==> src/design/isa_pkg.sv <==
// instruction set definitions shared by every pipeline stage and the testbench
package isa_pkg;

    // datapath and address width
    localparam int word_w = 32;
    // register 0 is hardwired to zero
    localparam int reg_cnt = 16;
    localparam int reg_idx_w = $clog2(reg_cnt);
    localparam int imm_w = 16;

    typedef logic [word_w-1:0] word_t;
    typedef logic [reg_idx_w-1:0] reg_idx_t;

    // 4-bit opcode field, unlisted codes behave as nop
    typedef enum logic [3:0] {
        op_nop  = 4'h0,
        op_add  = 4'h1,
        op_sub  = 4'h2,
        op_and  = 4'h3,
        op_or   = 4'h4,
        op_xor  = 4'h5,
        op_addi = 4'h6,
        op_lw   = 4'h7,
        op_sw   = 4'h8,
        op_beq  = 4'h9,
        op_halt = 4'ha
    } opcode_e;

    // instruction word, opcode in the top nibble
    typedef struct packed {
        opcode_e                 opcode;
        reg_idx_t                rd;
        reg_idx_t                rs1;
        reg_idx_t                rs2;
        logic signed [imm_w-1:0] imm;
    } instr_t;

    // immediate to full word, used for addresses, addi and branch offsets
    function automatic word_t sext_imm(input logic [imm_w-1:0] imm);
        return {{(word_w - imm_w){imm[imm_w-1]}}, imm};
    endfunction

endpackage

==> src/design/pipeline_pkg.sv <==
// pipeline latch and memory port structs, used by the datapath blocks and the testbench
package pipeline_pkg;

    // fetch to dispatch
    typedef struct packed {
        logic             valid;
        isa_pkg::word_t   pc;
        isa_pkg::instr_t  instr;
    } fd_t;

    // issue to execute, operands already read
    typedef struct packed {
        logic              valid;
        isa_pkg::word_t    pc;
        isa_pkg::opcode_e  opcode;
        isa_pkg::reg_idx_t rd;
        isa_pkg::word_t    rdat1;
        isa_pkg::word_t    rdat2;
        // sign extended at issue
        isa_pkg::word_t    imm;
        logic              writes_reg;
    } ie_t;

    // execute to writeback
    typedef struct packed {
        logic              valid;
        isa_pkg::reg_idx_t rd;
        isa_pkg::word_t    wdata;
        logic              writes_reg;
        logic              halt;
    } ew_t;

    // instruction memory, request held until ihit
    typedef struct packed {
        logic           ren;
        isa_pkg::word_t addr;
    } imem_req_t;

    typedef struct packed {
        logic           ihit;
        isa_pkg::word_t load;
    } imem_rsp_t;

    // data memory, ren and wen never together
    typedef struct packed {
        logic           ren;
        logic           wen;
        isa_pkg::word_t addr;
        isa_pkg::word_t store;
    } dmem_req_t;

    typedef struct packed {
        logic           dhit;
        isa_pkg::word_t load;
    } dmem_rsp_t;

endpackage

==> src/design/fetch.sv <==
// fetch stage: program counter and instruction memory request, instantiated by sc_datapath
`timescale 1ns/10ps

module fetch (
    input  logic                    CLK,
    input  logic                    nrst,
    input  pipeline_pkg::imem_rsp_t imem_rsp,
    input  logic                    freeze,
    input  logic                    flush,
    input  isa_pkg::word_t          redirect_pc,
    input  logic                    halted,
    output pipeline_pkg::imem_req_t imem_req,
    output pipeline_pkg::fd_t       fd
);
    import isa_pkg::*;

    word_t pc_q;
    logic  accept;

    // a hit only counts when dispatch can take it
    // and the word is not on a killed path
    assign accept = imem_req.ren && imem_rsp.ihit && !freeze && !flush;

    always_ff @(posedge CLK, negedge nrst) begin
        if (!nrst) begin
            pc_q <= '0;
        end else if (flush) begin
            // branch taken in execute, restart at target
            pc_q <= redirect_pc;
        end else if (accept) begin
            pc_q <= pc_q + word_t'(1);
        end
    end

    // keep requesting until halt seen
    // on freeze the same pc is asked again
    assign imem_req.ren  = !halted;
    assign imem_req.addr = pc_q;

    // word to the fd latch
    assign fd.valid = accept;
    assign fd.pc    = pc_q;
    assign fd.instr = instr_t'(imem_rsp.load);

endmodule

==> src/design/scoreboard.sv <==
// scoreboard control block: decode, busy tracking, freeze and issue into the ie latch
`timescale 1ns/10ps

module scoreboard (
    input  logic              CLK,
    input  logic              nrst,
    input  pipeline_pkg::fd_t fd,
    input  pipeline_pkg::ew_t ew,
    input  isa_pkg::word_t    rdat1,
    input  isa_pkg::word_t    rdat2,
    input  logic              stall,
    input  logic              flush,
    output isa_pkg::reg_idx_t rsel1,
    output isa_pkg::reg_idx_t rsel2,
    output pipeline_pkg::ie_t ie,
    output logic              freeze,
    output logic              halted
);
    import isa_pkg::*;

    instr_t             instr;
    logic               use1;
    logic               use2;
    logic               writes;
    logic [reg_cnt-1:0] busy_q;
    logic [reg_cnt-1:0] busy_eff;
    logic [reg_cnt-1:0] wb_mask;
    logic [reg_cnt-1:0] set_mask;
    logic               hazard;
    logic               issue;
    logic               halt_pend_q;
    logic               halted_q;

    assign instr = fd.instr;
    assign rsel1 = instr.rs1;
    assign rsel2 = instr.rs2;

    // which operands are read, whether rd is written
    always_comb begin
        use1   = 1'b0;
        use2   = 1'b0;
        writes = 1'b0;
        case (instr.opcode)
            op_add, op_sub, op_and, op_or, op_xor: begin
                use1   = 1'b1;
                use2   = 1'b1;
                writes = 1'b1;
            end
            op_addi, op_lw: begin
                use1   = 1'b1;
                writes = 1'b1;
            end
            op_sw, op_beq: begin
                use1 = 1'b1;
                use2 = 1'b1;
            end
            default: begin
            end
        endcase
        // writes to r0 are dropped, so r0 never goes busy
        if (instr.rd == '0) begin
            writes = 1'b0;
        end
    end

    // register retiring this cycle is readable through the regfile bypass
    always_comb begin
        wb_mask = '0;
        if (ew.valid && ew.writes_reg) begin
            wb_mask[ew.rd] = 1'b1;
        end
    end

    assign busy_eff = busy_q & ~wb_mask;

    // RAW on sources, WAW on destination
    assign hazard = fd.valid && ((use1 && busy_eff[instr.rs1]) ||
                                 (use2 && busy_eff[instr.rs2]) ||
                                 (writes && busy_eff[instr.rd]));

    // nothing issues behind a halt
    assign freeze = hazard || stall || halt_pend_q;
    assign issue  = fd.valid && !freeze && !flush;

    always_comb begin
        set_mask = '0;
        if (issue && writes) begin
            set_mask[instr.rd] = 1'b1;
        end
    end

    always_ff @(posedge CLK, negedge nrst) begin
        if (!nrst) begin
            busy_q      <= '0;
            halt_pend_q <= 1'b0;
            halted_q    <= 1'b0;
        end else begin
            busy_q      <= busy_eff | set_mask;
            halt_pend_q <= halt_pend_q || (issue && instr.opcode == op_halt);
            halted_q    <= halted;
        end
    end

    // high from the cycle halt sits in the ew latch, sticky afterwards
    assign halted = halted_q || (ew.valid && ew.halt);

    // issue slot, bubble when frozen or flushed
    assign ie.valid      = issue;
    assign ie.pc         = fd.pc;
    assign ie.opcode     = instr.opcode;
    assign ie.rd         = instr.rd;
    assign ie.rdat1      = rdat1;
    assign ie.rdat2      = rdat2;
    assign ie.imm        = sext_imm(instr.imm);
    assign ie.writes_reg = writes;

endmodule

==> src/design/regfile.sv <==
// register file with sixteen 32-bit entries, written from the ew latch, used by sc_datapath
`timescale 1ns/10ps

module regfile (
    input  logic              CLK,
    input  logic              nrst,
    input  isa_pkg::reg_idx_t rsel1,
    input  isa_pkg::reg_idx_t rsel2,
    input  pipeline_pkg::ew_t ew,
    output isa_pkg::word_t    rdat1,
    output isa_pkg::word_t    rdat2
);
    import isa_pkg::*;

    word_t regs [reg_cnt];
    logic  wen;

    // r0 is never stored
    assign wen = ew.valid && ew.writes_reg && (ew.rd != '0);

    always_ff @(posedge CLK, negedge nrst) begin
        if (!nrst) begin
            for (int i = 0; i < reg_cnt; i++) begin
                regs[i] <= '0;
            end
        end else if (wen) begin
            regs[ew.rd] <= ew.wdata;
        end
    end

    // write-through so issue sees the retiring value in the same cycle
    always_comb begin
        rdat1 = regs[rsel1];
        rdat2 = regs[rsel2];
        if (wen && ew.rd == rsel1) begin
            rdat1 = ew.wdata;
        end
        if (wen && ew.rd == rsel2) begin
            rdat2 = ew.wdata;
        end
        if (rsel1 == '0) begin
            rdat1 = '0;
        end
        if (rsel2 == '0) begin
            rdat2 = '0;
        end
    end

endmodule

==> src/design/execute.sv <==
// execute stage of sc_datapath with ALU, branch resolve, data access and writeback select
`timescale 1ns/10ps

module execute (
    input  logic                    CLK,
    input  logic                    nrst,
    input  pipeline_pkg::ie_t       ie,
    input  pipeline_pkg::dmem_rsp_t dmem_rsp,
    output pipeline_pkg::dmem_req_t dmem_req,
    output pipeline_pkg::ew_t       ew,
    output logic                    stall,
    output logic                    flush,
    output isa_pkg::word_t          redirect_pc
);
    import isa_pkg::*;

    word_t alu_res;
    logic  is_ld;
    logic  is_st;

    assign is_ld = ie.valid && ie.opcode == op_lw;
    assign is_st = ie.valid && ie.opcode == op_sw;

    // add and sub wrap
    always_comb begin
        case (ie.opcode)
            op_add:  alu_res = ie.rdat1 + ie.rdat2;
            op_sub:  alu_res = ie.rdat1 - ie.rdat2;
            op_and:  alu_res = ie.rdat1 & ie.rdat2;
            op_or:   alu_res = ie.rdat1 | ie.rdat2;
            op_xor:  alu_res = ie.rdat1 ^ ie.rdat2;
            op_addi: alu_res = ie.rdat1 + ie.imm;
            default: alu_res = '0;
        endcase
    end

    // address is rs1 + imm and store data comes from rs2
    // the ie latch holds through a stall and keeps the request steady until dhit
    assign dmem_req.ren   = is_ld;
    assign dmem_req.wen   = is_st;
    assign dmem_req.addr  = ie.rdat1 + ie.imm;
    assign dmem_req.store = ie.rdat2;
    assign stall          = (is_ld || is_st) && !dmem_rsp.dhit;

    // beq resolved here with the target relative to pc + 1
    assign flush       = ie.valid && ie.opcode == op_beq && ie.rdat1 == ie.rdat2;
    assign redirect_pc = ie.pc + word_t'(1) + ie.imm;

    // retire only once the memory access is done
    assign ew.valid      = ie.valid && !stall;
    assign ew.rd         = ie.rd;
    assign ew.wdata      = is_ld ? dmem_rsp.load : alu_res;
    assign ew.writes_reg = ie.writes_reg;
    assign ew.halt       = ie.opcode == op_halt;

endmodule

==> src/design/sc_datapath.sv <==
// top level of the scoreboarded pipeline: stage instances, latches and memory ports
`timescale 1ns/10ps

module sc_datapath (
    input  logic                    CLK,
    input  logic                    nrst,
    output pipeline_pkg::imem_req_t imem_req,
    input  pipeline_pkg::imem_rsp_t imem_rsp,
    output pipeline_pkg::dmem_req_t dmem_req,
    input  pipeline_pkg::dmem_rsp_t dmem_rsp,
    output logic                    halt
);
    import isa_pkg::*;
    import pipeline_pkg::*;

    // latch inputs and outputs
    fd_t      fd_fetch;
    fd_t      fd_q;
    ie_t      ie_issue;
    ie_t      ie_q;
    ew_t      ew_exec;
    ew_t      ew_q;

    reg_idx_t rsel1;
    reg_idx_t rsel2;
    word_t    rdat1;
    word_t    rdat2;
    word_t    redirect_pc;
    logic     freeze;
    logic     flush;
    logic     stall;
    logic     halted;

    fetch fetch_i (
        .CLK         (CLK),
        .nrst        (nrst),
        .imem_rsp    (imem_rsp),
        .freeze      (freeze),
        .flush       (flush),
        .redirect_pc (redirect_pc),
        .halted      (halted),
        .imem_req    (imem_req),
        .fd          (fd_fetch)
    );

    scoreboard scoreboard_i (
        .CLK    (CLK),
        .nrst   (nrst),
        .fd     (fd_q),
        .ew     (ew_q),
        .rdat1  (rdat1),
        .rdat2  (rdat2),
        .stall  (stall),
        .flush  (flush),
        .rsel1  (rsel1),
        .rsel2  (rsel2),
        .ie     (ie_issue),
        .freeze (freeze),
        .halted (halted)
    );

    regfile regfile_i (
        .CLK   (CLK),
        .nrst  (nrst),
        .rsel1 (rsel1),
        .rsel2 (rsel2),
        .ew    (ew_q),
        .rdat1 (rdat1),
        .rdat2 (rdat2)
    );

    execute execute_i (
        .CLK         (CLK),
        .nrst        (nrst),
        .ie          (ie_q),
        .dmem_rsp    (dmem_rsp),
        .dmem_req    (dmem_req),
        .ew          (ew_exec),
        .stall       (stall),
        .flush       (flush),
        .redirect_pc (redirect_pc)
    );

    // fd holds on any freeze
    // ie holds only while execute waits, hazard freezes feed it a bubble
    // flush kills both younger slots
    always_ff @(posedge CLK, negedge nrst) begin
        if (!nrst) begin
            fd_q <= '0;
            ie_q <= '0;
            ew_q <= '0;
        end else begin
            if (flush) begin
                fd_q <= '0;
            end else if (!freeze) begin
                fd_q <= fd_fetch;
            end
            if (flush) begin
                ie_q <= '0;
            end else if (!stall) begin
                ie_q <= ie_issue;
            end
            // execute sends a bubble while stalled
            ew_q <= ew_exec;
        end
    end

    assign halt = halted;

endmodule

==> config.mk <==
export PLATFORM = sky130hd
export DESIGN_NAME = sc_datapath
export DESIGN_NICKNAME = d
export VERILOG_FILES = /design/src/design/isa_pkg.sv /design/src/design/pipeline_pkg.sv /design/src/design/fetch.sv /design/src/design/scoreboard.sv /design/src/design/regfile.sv /design/src/design/execute.sv /design/src/design/sc_datapath.sv
export SDC_FILE = /design/constraint.sdc
export NUM_CORES = 2
export LEC_CHECK = 0
export BUFFER_PORTS_ARGS = -buffer_cell sky130_fd_sc_hd__buf_2
export CORE_ASPECT_RATIO = 1.5
export CORE_MARGIN = 2
export CORE_UTILIZATION = 60
export CTS_CLUSTER_DIAMETER = 50
export DETAILED_ROUTE_END_ITERATION = 7
export MAX_ROUTING_LAYER = met4
export PLACE_DENSITY = 0.77
export SLEW_MARGIN = 0
export SYNTH_ARGS = -nofsm -noshare
export SYNTH_HDL_FRONTEND = slang
export SYNTH_SLANG_ARGS = --single-unit
==> constraint.sdc <==
create_clock -name CLK -period 3.8 [get_ports CLK]
set_input_delay 0.38 -clock CLK [delete_from_list [all_inputs] [get_ports CLK]]
set_output_delay 0.38 -clock CLK [all_outputs]
set_load 0.005 [all_outputs]
== Yosys cells after proc, flatten, opt, wreduce, memory -nomap -nowiden ==
Cells that the tools add are included.
Cells by class
  add/subtract/negate cells: 6
  multiply operators: 0
  divide/modulo/power cells: 0
  order comparisons: 10
  eq/ne operators: 25
  shift operators: 0
  multiplexer cells: 37
  bitwise logic cells: 9
  reductions and logical operators: 45
Operators with widths (count)
  512-bit bitwise mux: 1
  32-bit two-way mux: 12
  138-bit two-way mux: 2
  32-bit binary-select mux with 4-bit select: 2
  32-bit one-hot mux with 6 select lines: 1
  65-bit two-way mux: 2
  32-bit demux with 4-bit select: 1
  32-bit adder: 3
  32-bit by 1-bit adder with 32-bit output, second input constant: 2
  32-bit AND: 1
  32-bit == test: 1
  4-bit by 3-bit == test with 1-bit output, second input constant: 8
  16-bit two-way mux: 2
  32-bit bitwise OR: 1
  32-bit subtractor: 1
  32-bit bitwise XOR: 1
  1-bit logical AND: 25
  4-bit == test, second input constant: 6
  4-bit by 5-bit < comparator with 1-bit output, second input constant: 4
  16-bit AND: 1
  4-bit by 2-bit == test with 1-bit output, second input constant: 4
  16-bit NOT: 1
  16-bit bitwise OR: 1
  5-bit greater-or-equal comparator, second input constant: 3
  17 further kinds: 46
Storage, ports and cells
  register bits after elaboration: 804
  latch bits: 0
  RAM bits: 0
  bits in read-only memories: 0
  input bits: 68
  output and inout bits: 100
  logic and storage cells: 172
  memories kept: 0

== Depth between registers and ports, before layout ==
  depth in word-level cells: 21
  gate-level depth with buffers: 13
  gate-level depth less buffers: 13

== Modules after synthesis ==
From an unflattened synthesis, not the netlist that was laid out.
Unflattened totals
  cells, all modules: 4360
  area, all modules: 51650.8 sq um
Modules (own cells, without submodules)
  regfile: times used 1, cells an instance 1755, area an instance 28299.6 sq um, seq. area each 12812.3 sq um
  sc_datapath: times used 1, cells an instance 694, area an instance 9315.2 sq um, seq. area each 6055.8 sq um
  execute: times used 1, cells an instance 1283, area an instance 8784.7 sq um, seq. area each 0.0 sq um
  scoreboard: times used 1, cells an instance 352, area an instance 2791.4 sq um, seq. area each 450.4 sq um
  fetch: times used 1, cells an instance 276, area an instance 2459.9 sq um, seq. area each 800.8 sq um

== Worst setup path before layout ==
Ideal clock, no wire load.
  kind: reg-to-reg
  from: reg ie_q[31] (netlist bit)
  to: reg ew_q[33] (netlist bit)
  library setup time: 0.129 ns
  arrival time: 3.318 ns
  data required time: 3.671 ns
  setup slack: 0.353 ns
  cell stages (with the launch flop): 11
  buffers on the path: 0
  period minus slack after synthesis: 3.447 ns
  path through: dfrtp_1 ha_1 a21o_1 a21oi_1 o21a_1 nor3_1 a2111oi_2 o31ai_1 a221o_1 xnor2_1 a2111o_1
RTL lines
  start, declared: RTL line sc_datapath.sv:20  | ie_t ie_q;
  start signal, assigned: RTL line sc_datapath.sv:101  | ie_q <= ie_issue;
  end signal, assigned: RTL line sc_datapath.sv:104  | ew_q <= ew_exec;
  end, declared: RTL line sc_datapath.sv:22  | ew_t ew_q;

==> flow_summary_export.csv <==
group,metric,value,unit
clock_network,clock_latency,0.66,ns
grt,grt_start_max_net_pins,130,
die,core_area,77100,um2
die,dieWidth,231,um
clock_network,clk_path_buf_depth,3,
timing,fin_ws,-0.0211,ns
placement,place_congestion,0.996,
setup_path,worstSetupPathType,"flop to output port",
synthesis,ys.flop_type,"dfrtp_1",
synthesis,netlist_area,46500,um2
synthesis,synth-edff-count,0,
cells_and_area,layout_commonest_cell,"dfrtp_1",
setup_path,critical_path_arrival,3.44,ns
synthesis,yosysSeqAreaShare,42.4,%
min_path,hold_path_class,"input port to flop",
cells_and_area,most-common-layout-cells,"dfrtp_1, mux2_2, mux4_2",
cells_and_area,fillers,5411,
clock_network,h-tree-depth,3,
timing,slew_headroom,4.93,%
timing,holdWs,0.0258,ns
die,num_rows,125,
timing,hold_viol_final,0,
synthesis,netlist_instances,3861,
clock_network,clockRootBuffer,"clkbuf_16",
timing,fin_crit_sh,101,%
clock_network,clk_pin_slew,0.06,ns
die,dieArea,79700,um2
timing,clock.fmax,262,MHz
die,die_y,345,um
grt,grt_pass1_wl,220000,um
setup_path,required,3.42,ns
outcome,violations,"negative setup slack",
setup_path,cp-end-kind,"output port",
setup_path,cpPeakStageDelay,0.43,ns
cells_and_area,layout-area-overhead-vs-synth,12.5,%
setup_path,ff2ff_path_depth,11,
power,power_density,747,nW/um2
clock_network,clock-sinks,788,
run,maxCapViolations,0,
die,ios,168,
clock_network,cts_tree,"yes",
drt,detail_route.wl_per_cell,28.9,um
timing,setup-violations-final,1,
outcome,outcome,"complete, but fails checks",
drt,drtIter0Drc,3424,
timing,fin_skew,0.0240,ns
grt,antenna_found_initial,2,
drt,routed_wl,146000,um
timing,fin_crit,3.82,ns
min_path,hold_depth,3,
cells_and_area,stdcell_count,5051,
timing,drv_slew,0,
setup_path,path_cells,"ha_4 > a21oi_2 > o21ai_2 > a221oi_2 > o21ai_4 > a2111oi_4 > buf_4 > o31ai_4 > a221o_1 > xnor2_2 > buf_2",
drt,via_per_inst,6.96,
drt,drcViolationCount,0,
cells_and_area,drive_gt1_share,34.5,%
drt,ant_nets,0,
cells_and_area,fin_nets,4207,
clock_network,numCtsBuffers,78,
timing,worst_slew_pin_slew,1.42,ns
setup_path,start_kind,"flop",
synthesis,async_flop_share,100,%
drt,dr.pass1.iters,6,
setup_path,path_max_fanout,5,
placement,hpwl,95300,um
synthesis,ys.warnings.count,0,
grt,grt_pass1_vias,36200,
die,start_util,60.3,%
placement,dp.cells,4855,
synthesis,synth-seq-cells,788,
grt,grt_overflow,0,
placement,port_buffers,167,
synthesis,syn_avg_cell_area,12.0,um2
drt,num_vias,35200,
power,p_leak,0.0239,uW
grt,track_usage,37.8,%
synthesis,synth_cell_types,97,
timing,rsz0062_at_grt,"true",
power,irDropWorstVdd,839,uV
synthesis,syn_nets,4091,
setup_path,slowest_stage,"dfrtp_1",
where the power goes:
part           internal, uW  leakage, uW  switching, uW
Combinational          8070       0.0121          10800
Clock                  4630      0.00127           3540
Sequential            10000       0.0105           2010
per-stage QoR:
step / utilization (%) / total power [uW] / TNS, ns / cell area (um2) / setup WS, ns
CTS: 67.5 / 38600 / -0.0527 / 52100 / -0.0480
global placement: 63.1 / 29900 / -0.148 / 48600 / -0.0760
global route: 67.8 / 40800 / -0.233 / 52300 / -0.100
finish: 67.8 / 39100 / -0.0211 / 52300 / -0.0211
detailed placement: 63.1 / 30100 / -0.0218 / 48600 / -0.0116
floorplan: - / 23800 / 0 / 46500 / 0.353
layout make-up:
class / count / area, um2 / area share [%]
flip-flops and latches: 788 / 19800 / 37.8
diodes: 2 / 5.00 / 0.00957
multi-input cells: 2586 / 25200 / 48.2
well taps: 1016 / 1270 / 2.43
repair buffers: 395 / 2900 / 5.54
clock buffers: 104 / 2180 / 4.17
inverters: 128 / 480 / 0.919
clock inverters: 32 / 468 / 0.895
cells by family (layout without fill, tap and decap cells):
| logic type | after synthesis | after routing | synth area share (%) |
|---|---|---|---|
| mux | 898 | 898 | 28.7 |
| flops | 788 | 788 | 42.4 |
| compound gates | 784 | 784 | 11.3 |
| simple gates | 641 | 641 | 6.60 |
| buf+inv | 487 | 659 | 4.58 |
| fa+ha+maj | 163 | 163 | 4.45 |
| xor+xnor | 100 | 100 | 1.88 |
| other cells | 0 | 2 | 0 |
flip-flops by register name, indices dropped and copies added (netlist names):
signal	flops
fd_q	65
fetch_i.pc_q	32
scoreboard_i.halted_q	1
ew_q	39
regfile_i.regs	512
ie_q	122
scoreboard_i.busy_q	16
scoreboard_i.halt_pend_q	1
Yosys cell counts, drive strengths merged (15+ instances only):
library cell	instances	area, um2
ha	158	1980
o22ai	75	469
clkbuf	243	912
mux2i	117	1170
a31oi	15	100
nor3	48	245
a221oi	37	324
and3	15	98.8
xor2	30	263
nand4	21	138
mux2	481	5420
mux4	300	6760
o21bai	20	150
a21oi	141	706
nor2b	22	138
nand3	31	155
inv	127	477
nor2	160	603
nand2	245	922
xnor2	70	613
o21ai	201	1010
o31ai	18	140
o211ai	25	188
buf	116	736
dfrtp	788	19700
a21o	47	353
a211oi	17	128
a22o	55	482
nor4	25	224
critical path: cells and delay by family (launching register included):
kind,cells,cell delay [ns]
flip-flops,1,0.43
adder cells (fa/ha/maj),1,0.28
AO/OA/AOI/OAI,7,1.51
XOR/XNOR,1,0.21
buffers and inverters,2,0.35
repair_timing:
item	in CTS	in global routing
endpoints found under the hold margin	87	0
endpoints found under the setup margin	19	64
resized for setup	49	36
pin swaps	18	16
buffers inserted	21	4
hold buffers	33	0
routing by layer:
metal  vias to the layer above  share of wire, %  global-route usage [%]
met1                     17900                37                    44.6
met2                      1915                49                    60.6
met5                         -                 0                       -
met4                         0               7.1                    23.1
met3                       647               7.6                    6.80
li1                      14700                 -                       -
worst paths after layout:
check	from	end	slack, ns
min reg2reg	regfile_i.regs[484]$_DFFE_PN0P_	regfile_i.regs[484]$_DFFE_PN0P_	0.37
min	dmem_rsp[27]	ew_q[29]$_DFF_PN0_	0.03
max	ie_q[11]$_DFFE_PN0P_	dmem_req[63]	-0.02
max in group asynchronous	nrst	fd_q[20]$_DFFE_PN0P_	2.48
max reg2reg	ew_q[36]$_DFF_PN0_	fetch_i.pc_q[6]$_DFFE_PN0P_	0.12
min in group asynchronous	nrst	fd_q[14]$_DFFE_PN0P_	0.27
No activity file was read; power rests on OpenSTA's default activity.
